`config.mk`:
```
export PLATFORM = sky130hd
export DESIGN_NAME = snake_top
export DESIGN_NICKNAME = d
export VERILOG_FILES = /design/src/design/snake_pkg.sv /design/src/design/px_req_if.sv /design/src/design/pixel_writer.sv /design/src/design/score_display.sv /design/src/design/snake_ctrl.sv /design/src/design/snake_top.sv
export SDC_FILE = /design/constraint.sdc
export NUM_CORES = 1
export LEC_CHECK = 0
export BUFFER_PORTS_ARGS = -buffer_cell sky130_fd_sc_hd__clkbuf_2
export CAP_MARGIN = 10
export CORE_MARGIN = 8
export CORE_UTILIZATION = 41
export CTS_CLUSTER_DIAMETER = 120
export CTS_CLUSTER_SIZE = 40
export DETAILED_ROUTE_END_ITERATION = 12
export PLACE_DENSITY = 0.66
export SYNTH_ARGS = -nofsm -noshare
export SYNTH_HDL_FRONTEND = slang
export SYNTH_SLANG_ARGS = --single-unit
```
`constraint.sdc`:
```
create_clock -name clk -period 3 [get_ports clk]
set_input_delay 0.75 -clock clk [delete_from_list [all_inputs] [get_ports clk]]
set_output_delay 0.75 -clock clk [all_outputs]
set_load 0.005 [all_outputs]
```
`src/design/snake_pkg.sv`:
```
package snake_pkg;

  // host word layout
  localparam int MSG_CMD_OFFSET = 18;
  localparam int MSG_Y_OFFSET   = 10;
  localparam int MSG_X_OFFSET   = 1;

  localparam int NUM_X_PIXELS = 320;     // column count
  localparam int NUM_Y_PIXELS = 240;     // row count
  localparam int SCORE_DIGITS = 5;

  typedef logic [8:0]  coord_x_t;
  typedef logic [7:0]  coord_y_t;
  typedef logic [15:0] colour_t;         // rgb565
  typedef logic [13:0] cmd_t;
  typedef logic [15:0] score_t;
  typedef logic [31:0] bus_addr_t;

  typedef enum logic [1:0] {
    WAITING  = 2'd0,
    PLAYING  = 2'd1,
    DRAWING  = 2'd2,
    CLEARING = 2'd3
  } ctrl_state_t;

  localparam bus_addr_t VGA_PX_BASE = 32'h0800_0000;
  localparam bus_addr_t VGA_CH_BASE = 32'h0900_0000;

  localparam colour_t SNAKE_COLOUR    = 16'h07E0;  // green
  localparam colour_t APPLE_COLOUR    = 16'hF800;  // red
  localparam colour_t GAPPLE_COLOUR   = 16'hFEA0;  // gold
  localparam colour_t SPEED_UP_COLOUR = 16'h001F;  // blue
  localparam colour_t BLACK           = 16'h0000;
  localparam colour_t GRAY            = 16'h8410;

  localparam cmd_t CMD_START_GAME       = 14'd1;
  localparam cmd_t CMD_END_GAME         = 14'd2;
  localparam cmd_t CMD_SNAKE_ADD        = 14'd3;
  localparam cmd_t CMD_SNAKE_DEL        = 14'd4;
  localparam cmd_t CMD_NEW_SCORE        = 14'd5;
  localparam cmd_t CMD_APPLE_ADD        = 14'd6;
  localparam cmd_t CMD_APPLE_DEL        = 14'd7;
  localparam cmd_t CMD_GOLDEN_APPLE_ADD = 14'd8;
  localparam cmd_t CMD_GOLDEN_APPLE_DEL = 14'd9;
  localparam cmd_t CMD_SPEED_UP_ADD     = 14'd10;
  localparam cmd_t CMD_SPEED_UP_DEL     = 14'd11;

  localparam logic [31:0] RESET_GAME = 32'hFFFF_FFFF;  // whole word, not a code

  // checkerboard background of an empty cell
  function automatic colour_t bg_colour(coord_x_t x, coord_y_t y);
    return (x[0] ^ y[0]) ? BLACK : GRAY;
  endfunction

endpackage

```
`src/design/px_req_if.sv`:
```
`timescale 1ns/1ps

interface px_req_if
  import snake_pkg::*;
();

  logic     draw;    // single cell pulse
  logic     clear;   // start screen sweep
  logic     abort;   // game reset, drop any running write
  coord_x_t x;
  coord_y_t y;
  colour_t  colour;
  logic     done;    // last write finished

  modport ctrl (output draw, clear, abort, x, y, colour, input done);
  modport writer (input draw, clear, abort, x, y, colour, output done);

endinterface

```
`src/design/pixel_writer.sv`:
```
`timescale 1ns/1ps

module pixel_writer
  import snake_pkg::*;
(
  input  logic       clk,
  input  logic       arst_n,
  input  logic       vga_px_waitrequest,
  output bus_addr_t  vga_px_address,
  output logic       vga_px_write,
  output colour_t    vga_px_writedata,
  px_req_if.writer   px
);

  typedef enum logic [1:0] {
    W_IDLE,
    W_SINGLE,
    W_SWEEP
  } wr_state_t;

  wr_state_t state;
  coord_x_t  cnt_x;        // current column
  coord_y_t  cnt_y;        // current row
  coord_x_t  next_x;
  coord_y_t  next_y;
  coord_x_t  ax;           // column on the bus
  coord_y_t  ay;
  logic      fire;
  logic      last_px;

  assign fire    = vga_px_write && !vga_px_waitrequest;
  assign last_px = (cnt_x == coord_x_t'(NUM_X_PIXELS - 1)) &&
                   (cnt_y == coord_y_t'(NUM_Y_PIXELS - 1));

  // row-major step
  always_comb begin
    if (cnt_x == coord_x_t'(NUM_X_PIXELS - 1)) begin
      next_x = '0;
      next_y = cnt_y + 8'd1;
    end else begin
      next_x = cnt_x + 9'd1;
      next_y = cnt_y;
    end
  end

  // single writes use the cell the controller holds
  assign ax = (state == W_SWEEP) ? cnt_x : px.x;
  assign ay = (state == W_SWEEP) ? cnt_y : px.y;

  assign vga_px_write     = (state != W_IDLE);
  assign vga_px_address   = VGA_PX_BASE | (bus_addr_t'(ay) << MSG_Y_OFFSET)
                                        | (bus_addr_t'(ax) << MSG_X_OFFSET);
  assign vga_px_writedata = (state == W_SWEEP) ? bg_colour(cnt_x, cnt_y) : px.colour;
  assign px.done          = fire && ((state == W_SINGLE) || last_px);

  always_ff @(posedge clk or negedge arst_n) begin
    if (!arst_n) begin
      state <= W_IDLE;
      cnt_x <= '0;
      cnt_y <= '0;
    end else if (px.abort) begin
      state <= W_IDLE;
    end else begin
      case (state)
        W_IDLE: begin
          if (px.draw) begin
            state <= W_SINGLE;
          end else if (px.clear) begin
            state <= W_SWEEP;
            cnt_x <= '0;
            cnt_y <= '0;
          end
        end
        W_SINGLE: if (fire) state <= W_IDLE;
        W_SWEEP: begin
          if (fire && last_px) begin
            state <= W_IDLE;
          end else if (fire) begin
            cnt_x <= next_x;
            cnt_y <= next_y;
          end
        end
        default: state <= W_IDLE;
      endcase
    end
  end

  a_hold_req: assert property (@(posedge clk) disable iff (!arst_n)
    vga_px_write && vga_px_waitrequest && !px.abort |=>
      vga_px_write && $stable(vga_px_address) && $stable(vga_px_writedata));

endmodule

```
`src/design/score_display.sv`:
```
`timescale 1ns/1ps

module score_display
  import snake_pkg::*;
(
  input  logic         clk,
  input  logic         arst_n,
  input  score_t       score,
  input  logic         score_load,
  input  logic         vga_ch_waitrequest,
  output bus_addr_t    vga_ch_address,
  output logic         vga_ch_write,
  output logic [15:0]  vga_ch_writedata
);

  typedef enum logic [1:0] {
    S_IDLE,
    S_CONV,
    S_WRITE
  } sd_state_t;

  sd_state_t                   state;
  logic [3:0]                  bit_cnt;     // conversion step
  logic [2:0]                  dig_cnt;     // digit being written
  score_t                      bin;
  logic [SCORE_DIGITS*4-1:0]   bcd;
  logic [SCORE_DIGITS*4-1:0]   bcd_adj;
  logic                        pend_valid;
  score_t                      pend_score;
  logic                        start;
  score_t                      start_val;
  logic [3:0]                  cur_digit;
  logic                        fire;

  assign start     = (state == S_IDLE) && (score_load || pend_valid);
  assign start_val = score_load ? score : pend_score;  // newest value wins
  assign fire      = vga_ch_write && !vga_ch_waitrequest;

  // add 3 to any digit of 5 or more before the shift
  always_comb begin
    for (int i = 0; i < SCORE_DIGITS; i++) begin
      bcd_adj[i*4 +: 4] = (bcd[i*4 +: 4] >= 4'd5) ? bcd[i*4 +: 4] + 4'd3 : bcd[i*4 +: 4];
    end
  end

  assign cur_digit        = bcd[(SCORE_DIGITS - 1 - int'(dig_cnt))*4 +: 4];  // msd first
  assign vga_ch_write     = (state == S_WRITE);
  assign vga_ch_address   = VGA_CH_BASE + bus_addr_t'(dig_cnt);
  assign vga_ch_writedata = {8'h00, 8'h30 + {4'h0, cur_digit}};  // ascii

  always_ff @(posedge clk or negedge arst_n) begin
    if (!arst_n) begin
      state      <= S_IDLE;
      bit_cnt    <= '0;
      dig_cnt    <= '0;
      pend_valid <= 1'b0;
    end else begin
      case (state)
        S_IDLE: begin
          if (start) begin
            state   <= S_CONV;
            bit_cnt <= '0;
          end
        end
        S_CONV: begin
          bit_cnt <= bit_cnt + 4'd1;
          if (bit_cnt == 4'($bits(score_t) - 1)) begin
            state   <= S_WRITE;
            dig_cnt <= '0;
          end
        end
        S_WRITE: begin
          if (fire && dig_cnt == 3'(SCORE_DIGITS - 1)) state <= S_IDLE;
          else if (fire) dig_cnt <= dig_cnt + 3'd1;
        end
        default: state <= S_IDLE;
      endcase
      if (start) pend_valid <= 1'b0;
      else if (score_load) pend_valid <= 1'b1;  // busy so replay later
    end
  end

  always_ff @(posedge clk) begin
    if (start) begin
      bin <= start_val;
      bcd <= '0;
    end else if (state == S_CONV) begin
      {bcd, bin} <= {bcd_adj[SCORE_DIGITS*4-2:0], bin, 1'b0};
    end
    if (score_load && !start) pend_score <= score;
  end

  // every digit sent out is a decimal digit
  a_decimal_digit: assert property (@(posedge clk) disable iff (!arst_n)
    vga_ch_write |-> cur_digit <= 4'd9);

endmodule

```
`src/design/snake_ctrl.sv`:
```
`timescale 1ns/1ps

module snake_ctrl
  import snake_pkg::*;
(
  input  logic         clk,
  input  logic         arst_n,
  input  logic [3:0]   hps_address,
  input  logic         hps_read,
  input  logic         hps_write,
  input  logic [31:0]  hps_writedata,
  output logic         hps_waitrequest,
  output logic [31:0]  hps_readdata,
  output ctrl_state_t  state_export,
  output score_t       score,
  output logic         score_load,
  px_req_if.ctrl       px
);

  ctrl_state_t state;
  cmd_t        hps_cmd;
  coord_x_t    hps_x;
  coord_y_t    hps_y;
  logic        reset_word;
  logic        accept;
  logic        cell_cmd;       // add or delete of a cell
  colour_t     cell_colour;
  coord_x_t    x_q;
  coord_y_t    y_q;
  colour_t     colour_q;

  assign hps_cmd = hps_writedata[31:MSG_CMD_OFFSET];
  assign hps_y   = hps_writedata[MSG_CMD_OFFSET-1:MSG_Y_OFFSET];
  assign hps_x   = hps_writedata[MSG_Y_OFFSET-1:MSG_X_OFFSET];

  // the reset word gets through even while a write is in flight
  assign reset_word      = hps_write && (hps_writedata == RESET_GAME);
  assign hps_waitrequest = ((state == DRAWING) || (state == CLEARING)) && !reset_word;
  assign accept          = hps_write && !hps_waitrequest && !reset_word;

  assign hps_readdata = (hps_read && hps_address == 4'd0) ? {14'd0, state, score} : '0;
  assign state_export = state;

  always_comb begin
    cell_cmd    = 1'b1;
    cell_colour = bg_colour(hps_x, hps_y);  // deletes restore background
    case (hps_cmd)
      CMD_SNAKE_ADD:        cell_colour = SNAKE_COLOUR;
      CMD_APPLE_ADD:        cell_colour = APPLE_COLOUR;
      CMD_GOLDEN_APPLE_ADD: cell_colour = GAPPLE_COLOUR;
      CMD_SPEED_UP_ADD:     cell_colour = SPEED_UP_COLOUR;
      CMD_SNAKE_DEL, CMD_APPLE_DEL, CMD_GOLDEN_APPLE_DEL, CMD_SPEED_UP_DEL: ;
      default:              cell_cmd = 1'b0;
    endcase
  end

  assign px.draw  = accept && (state == PLAYING) && cell_cmd;
  assign px.clear = accept && (state == WAITING) && (hps_cmd == CMD_START_GAME);
  assign px.abort = reset_word;

  // decoded cell in the accept cycle and the held copy after it
  assign px.x      = (state == PLAYING) ? hps_x : x_q;
  assign px.y      = (state == PLAYING) ? hps_y : y_q;
  assign px.colour = (state == PLAYING) ? cell_colour : colour_q;

  always_ff @(posedge clk or negedge arst_n) begin
    if (!arst_n) begin
      state      <= WAITING;
      score      <= '0;
      score_load <= 1'b0;
    end else begin
      score_load <= 1'b0;
      if (reset_word) begin
        state      <= WAITING;
        score      <= '0;
        score_load <= 1'b1;                 // show zero again
      end else begin
        case (state)
          WAITING: if (px.clear) state <= CLEARING;
          PLAYING: begin
            if (px.draw) begin
              state <= DRAWING;
            end else if (accept && hps_cmd == CMD_NEW_SCORE) begin
              score      <= hps_writedata[15:0];
              score_load <= 1'b1;
            end else if (accept && hps_cmd == CMD_END_GAME) begin
              state <= WAITING;
            end
          end
          DRAWING, CLEARING: if (px.done) state <= PLAYING;
          default: state <= WAITING;
        endcase
      end
    end
  end

  always_ff @(posedge clk) begin
    if (px.draw) begin
      x_q      <= hps_x;
      y_q      <= hps_y;
      colour_q <= cell_colour;
    end
  end

  // the writer only answers a request that is still outstanding
  a_done_expected: assert property (@(posedge clk) disable iff (!arst_n)
    px.done |-> (state == DRAWING) || (state == CLEARING));

endmodule

```
`src/design/snake_top.sv`:
```
`timescale 1ns/1ps

module snake_top
  import snake_pkg::*;
(
  input  logic         clk,
  input  logic         arst_n,
  // host slave
  input  logic [3:0]   hps_address,
  input  logic         hps_read,
  input  logic         hps_write,
  input  logic [31:0]  hps_writedata,
  output logic         hps_waitrequest,
  output logic [31:0]  hps_readdata,
  output ctrl_state_t  state_export,
  // pixel buffer master
  input  logic         vga_px_waitrequest,
  output bus_addr_t    vga_px_address,
  output logic         vga_px_write,
  output colour_t      vga_px_writedata,
  // character buffer master
  input  logic         vga_ch_waitrequest,
  output bus_addr_t    vga_ch_address,
  output logic         vga_ch_write,
  output logic [15:0]  vga_ch_writedata
);

  score_t score;
  logic   score_load;

  px_req_if u_px_if ();

  snake_ctrl u_ctrl (
    .clk             (clk),
    .arst_n          (arst_n),
    .hps_address     (hps_address),
    .hps_read        (hps_read),
    .hps_write       (hps_write),
    .hps_writedata   (hps_writedata),
    .hps_waitrequest (hps_waitrequest),
    .hps_readdata    (hps_readdata),
    .state_export    (state_export),
    .score           (score),
    .score_load      (score_load),
    .px              (u_px_if.ctrl)
  );

  pixel_writer u_pixel_writer (
    .clk                (clk),
    .arst_n             (arst_n),
    .vga_px_waitrequest (vga_px_waitrequest),
    .vga_px_address     (vga_px_address),
    .vga_px_write       (vga_px_write),
    .vga_px_writedata   (vga_px_writedata),
    .px                 (u_px_if.writer)
  );

  score_display u_score_display (
    .clk                (clk),
    .arst_n             (arst_n),
    .score              (score),
    .score_load         (score_load),
    .vga_ch_waitrequest (vga_ch_waitrequest),
    .vga_ch_address     (vga_ch_address),
    .vga_ch_write       (vga_ch_write),
    .vga_ch_writedata   (vga_ch_writedata)
  );

endmodule

```
**After elaboration in Yosys (flattened, before gate mapping)**

Index checks and enable logic that the tools add are counted.

- Add/sub/neg operators: 12
- $lt $le $gt $ge: 5
- Equality and inequality tests: 41
- Shift-type cells: 1
- Mux-type cells: 64
- Bitwise operators: 4
- Reductions and logical operators: 49

Operators by type and width:

| operator | number |
|---|---|
| 16-bit two-way mux | 11 |
| 16-bit one-hot mux with 4 select lines | 1 |
| 9-bit two-way mux | 7 |
| 14-bit by 3-bit == test with 1-bit output (second input constant) | 4 |
| 14-bit by 4-bit == test with 1-bit output (second input constant) | 4 |
| 8-bit two-way mux | 7 |
| 32-bit == test (second input constant) | 1 |
| 28-bit by 3-bit adder with 29-bit output (first input constant) | 1 |
| 14-bit by 2-bit == test with 1-bit output (second input constant) | 2 |
| 2-bit two-way mux | 14 |
| 28-bit by 10-bit OR with 28-bit output | 1 |
| 4-bit by 3-bit >= comparator with 1-bit output (second input constant) | 5 |
| 4-bit two-way mux | 5 |
| 20-bit by 6-bit indexed part select with 4-bit output | 1 |
| 1-bit logical AND | 19 |
| 18-bit two-way mux | 1 |
| 2-bit one-hot mux with 3 select lines | 3 |
| 9-bit one-hot mux with 2 select lines | 1 |
| 4-bit by 2-bit adder with 4-bit output (second input constant) | 4 |
| 8-bit one-hot mux with 2 select lines | 1 |
| 2-bit nonzero test | 8 |
| 14-bit by 1-bit == test with 1-bit output (second input constant) | 1 |
| 2-bit inequality test (second input constant) | 7 |
| 3-bit two-way mux | 4 |
| other kinds (35) | 63 |

- Register bits after elaboration: 133
- Input port bits: 42
- Output and inout bits: 133
- Logic and storage cells: 192

**Depth between registers and ports, before layout**

- Depth in word-level cells: 13
- Gate-level depth with buffers: 8
- Depth with buffers taken out: 7

**Hierarchy**

From an unflattened synthesis, not the netlist that was laid out.

- Cell total of the unflattened synthesis: 837
- Area total of the unflattened synthesis: 7589.8 sq um

Modules (own cells, without submodules):

| module | times used | cells an instance | area each (sq um) | sequential area each (sq um) |
|---|---|---|---|---|
| score_display | 1 | 338 | 3397.0 | 1611.5 |
| snake_ctrl | 1 | 286 | 2672.6 | 1196.1 |
| pixel_writer | 1 | 213 | 1520.2 | 475.5 |

**Worst setup path after synthesis**

No wires, ideal clock.

- Path kind: input to output
- From: input port hps_writedata[26]
- To: output port vga_px_writedata[8]
- Data arrival time: 2.268 ns
- Required time: 2.250 ns
- Setup slack: -0.018 ns
- Cell stages on the path: 7
- Buffers on the path: 1
- Path through: nor4_2 > nand3_2 > or4_1 > inv_2 > nand2_1 > a21oi_1 > buf_4

- Longest elaborated chain between the ends: 4
- Elaborated cells on any way between the ends: 7
- Those cells by class: eq/ne (4); mux (3)

Ends and longest elaborated chain:

| item | line | text |
|---|---|---|
| from (decl) | snake_top.sv:12 | `input logic [31:0] hps_writedata,` |
| 14-bit by 4-bit == test with 1-bit output (tied with other cells) | snake_ctrl.sv:47 | `case (hps_cmd)` |
| 16-bit one-hot mux with 4 select lines (*) | snake_ctrl.sv:47 |  |
| 16-bit two-way mux (*) | snake_ctrl.sv:64 | `assign px.colour = (state == PLAYING) ? cell_colour : colour_q;` |
| 16-bit two-way mux (*) | pixel_writer.sv:53 | `assign vga_px_writedata = (state == W_SWEEP) ? bg_colour(cnt_x, cnt_y) : px.colour;` |
| to (decl) | snake_top.sv:20 | `output colour_t vga_px_writedata,` |

Mark *: on every way between the ends. The rest lies on a longest branch, timed or not.

**Worst setup path in the final report**

- From: input port hps_writedata[26]
- To: output port vga_px_writedata[4]

- Longest elaborated chain between the ends: 4
- Elaborated cells on any way between the ends: 7
- Those cells by class: eq/ne (4); mux (3)

Ends and longest elaborated chain:

| item | line | text |
|---|---|---|
| 14-bit by 4-bit == test with 1-bit output (tied with other cells) | snake_ctrl.sv:47 |  |
| 16-bit one-hot mux with 4 select lines (*) | snake_ctrl.sv:47 |  |
| net u_ctrl.cell_colour[4] | snake_ctrl.sv:27 | `colour_t cell_colour;` |
| 16-bit two-way mux (*) | snake_ctrl.sv:64 |  |
| 16-bit two-way mux (*) | pixel_writer.sv:53 |  |

The timed path passes the listed nets; every way through them passes the cells marked *.

==> impl_results.md <==
* Fin util at 49.2%
* Max Freq at 0.326 GHz
* CTS Sinks at 124
* PwrDens at 572 nW/um^2
* Final worst path period share at 102%
* WP data required at 2.25 ns
* Worst IR drop on VDD at 0.000492 V
* Gr ovfl total at 0
* Critical path depth in cells at 8
* Via count at 6255
* Final Critical Period at 3.07 ns
* Top-Level Pins at 175
* Die Ht at 150 um
* Critical path launch point type: primary input
* Post-route ant nets at 0
* Clock root cell: clkbuf_16
* Sequential share of the synthesized area at 44.3%
* Vias/cell at 5.34
* Clock latency on the worst-skew pair at 0.42 ns
* Most Used Layer, Global Route: met2
* Die area at 22600 um^2
* Syn Area/Cell at 8.99 um^2
* Mapped Cells at 824
* Global Route met3 Usage at 4.27%
* Final Instance Area at 8770 um^2
* CTS max path bufs at 2
* Initial core utilization at 41.5%
* Clock-pin slew on the worst setup and hold paths at 0.06 ns
* Combined area of the multi-input logic cells at 3600 um^2
* Share of cells above drive strength 1 at 22.3%
* Fillers at 1683
* Crit path kind: primary input to output pin
* Post-synthesis register bit count at 124
* Critical Path Max Stage Delay at 0.58 ns
* I/O Buffers at 104
* Die W at 150 um
* Ys async rst share at 38.7%
* Largest net degree at the start of global routing at 49
* Slowest cell on crit path: or4_4
* Drt drc at 0
* Fin Clk Skew at 0.00667 ns
* Placeable Area at 17800 um^2
* CP bufs+invs at 3
* Vias in the first global route at 5953
* Maximum fanout along the worst path at 3
* Main synth FF type: edfxtp_1
* Worst hold path class: primary input to async pin
* Most area-consuming cells after synthesis: edfxtp_1 23%, dfrtp_1 16%, buf_4 8.0%
* Met1 Use GR at 21.5%
* Routed length per instance at 17.0 um
* Drt total wl at 20.0 mm
* Grt met2 use at 28.6%
* DRT Pass-1 Iters at 5
* # setup viols final at 4
* Placed inst area at 7990 um^2
* Cells after DPL at 1135
* Cells along the critical path: buf_8 > nor4_4 > nand3_2 > or4_4 > inv_4 > a2111oi_4 > a21o_1 > clkbuf_2
* Cts hold-fix bufs at 0
* First-pass GRT wire length at 31.1 mm
* Area leader, netlist: edfxtp_1
* Violated checks: setup timing
* Post-synth EDFFs at 56
* Final nets at 987
* Nature of the critical path endpoint: output pin
* Synth Cell Area at 7410 um^2
* Hold_ws at 0.430 ns
* Number of diodes at 0
* Final WS setup at -0.0678 ns
* Final Hold Fails at 0
* Row Count at 49
* Status: finished, violations left
* Most numerous cell in the Yosys netlist: nand2_1
* Rel. slew slack at 51.8%
* Gpl congestion at 0.902
* Setup_tns at -0.235 ns
* Crit path DAT at 2.32 ns
* Non-filler cells in the finished layout at 1171
* Final Total Pwr at 5.02 mW
* Total GRT Usage at 17.5%
* Synth warn at 0
* Area fraction of the dominant cell type after synthesis at 22.7%
* Pins Over Slew Limit at 0
* Initial antenna violation count at 0
* Synthesis-to-layout area growth at 18.4%
* Reg2Reg Depth at 6
* H-Tree Depth at 4
* Post-synth top cells: 115 x nand2_1, 79 x buf_4, 59 x nor2_1
* Setup WS pre-CTS at -0.0904 ns
* Initial DRC count at 442
* MaxCap Viol Count at 0
* Netlist cell types at 72
* Crit path max-delay family: simple AND/OR/NAND/NOR gates
* Measured slew at the worst slew-check pin at 0.721 ns
* CTS tree: built
* RSZ-0062 raised after global routing: yes
* Post-DP HPWL at 14.3 mm
* Num CTS Buffers at 17
* Register Area at 3280 um^2
* Leakage at 3.83 nW
placed cells by master (no fill, tap or decap), types with 5 or more instances in the layout:
cell type	n
a2111oi_0	7
a21oi_1	32
a31oi_1	22
and2_1	5
and3_1	26
buf_4	33
clkbuf_16	19
clkbuf_2	98
conb_1	70
dfrtp_1	48
dfxtp_1	20
edfxtp_1	56
ha_1	14
inv_1	33
mux2i_1	20
nand2_1	114
nand2b_1	12
nand3_1	47
nand4_1	12
nor2_1	59
nor2b_1	9
nor3_1	9
o2111ai_1	7
o211ai_1	7
o21ai_0	55
xnor2_1	7
xor2_1	5
sequential cells by signal, indices dropped and copies added (netlist names):
name / cells
u_score_display.bcd: 20
u_score_display.bit_cnt: 4
u_score_display.bin: 16
u_ctrl.state_export: 2
u_pixel_writer.state: 2
u_ctrl.y_q: 8
u_pixel_writer.cnt_y: 8
u_ctrl.score: 16
u_score_display.pend_score: 16
u_pixel_writer.cnt_x: 9
u_ctrl.x_q: 9
u_score_display.dig_cnt: 3
u_ctrl.score_load: 1
u_ctrl.colour_q: 7
u_score_display.pend_valid: 1
u_score_display.state: 2
layer usage:
metal | vias to the layer above | wire length, um
met4 | 0 | 403
met3 | 27 | 1200
met1 | 2991 | 8460
met5 | - | 0
li1 | 3002 | -
met2 | 235 | 9900
path summary, 6_finish.rpt:
kind | from | endpoint | slack [ns]
setup / recovery | hps_writedata[26] | vga_px_writedata[4] | -0.07
hold reg to reg | u_score_display.bin[15]$_DFFE_PP_ | u_score_display.bcd[0]$_SDFFE_PP0P_ | 0.45
max in group asynchronous | arst_n | u_ctrl.score[13]$_DFFE_PN0P_ | 2.11
setup reg to reg | u_pixel_writer.state[1]$_DFFE_PN0P_ | u_pixel_writer.cnt_y[7]$_DFFE_PN0P_ | 0.61
min in group clk | u_score_display.bin[15]$_DFFE_PP_ | u_score_display.bcd[0]$_SDFFE_PP0P_ | 0.45
hold / removal | arst_n | u_pixel_writer.cnt_y[7]$_DFFE_PN0P_ | 0.43
worst register-to-register path, cell delays in order, from the launching register on:
cell	delay [ns]
dfrtp_1	0.45
nor2b_1	0.63
buf_4	0.27
o41a_1	0.44
nor2_1	0.21
o2111ai_1	0.16
o21ai_0	0.12
where the power goes:
group          total, mW  internal [mW]  leakage (nW)  switching (mW)
Clock               2.19           1.40         0.305           0.789
Sequential          1.89           1.82          1.29          0.0734
Combinational      0.929          0.386          2.24           0.544
final cells by class:
class | count | area share [%]
Clock buffer | 19 | 5.42
Inverter | 35 | 1.53
Timing Repair Buffer | 140 | 9.53
Tap cell | 229 | 3.27
Sequential cell | 124 | 37.4
Clock inverter | 13 | 1.85
Multi-Input combinational cell | 611 | 41.0
cell families after synthesis:
kind of cell / Yosys count / share of synthesized area, %
and+or+nand+nor: 317 / 20.8
AOI/OAI and AO/OA: 174 / 15.3
buffers and inverters: 157 / 12.4
DFF: 124 / 44.3
muxes: 21 / 2.85
adders and majority gates: 16 / 2.70
xor gates and xnor gates: 13 / 1.54
other: 2 / 0.101
timing repair:
action / CTS / global route
setup endpoints to repair: 12 / 22
gates resized for setup: 15 / 20
pin swaps: 1 / 8
buffers inserted: 2 / 2
No activity file was read; power rests on OpenSTA's default activity.
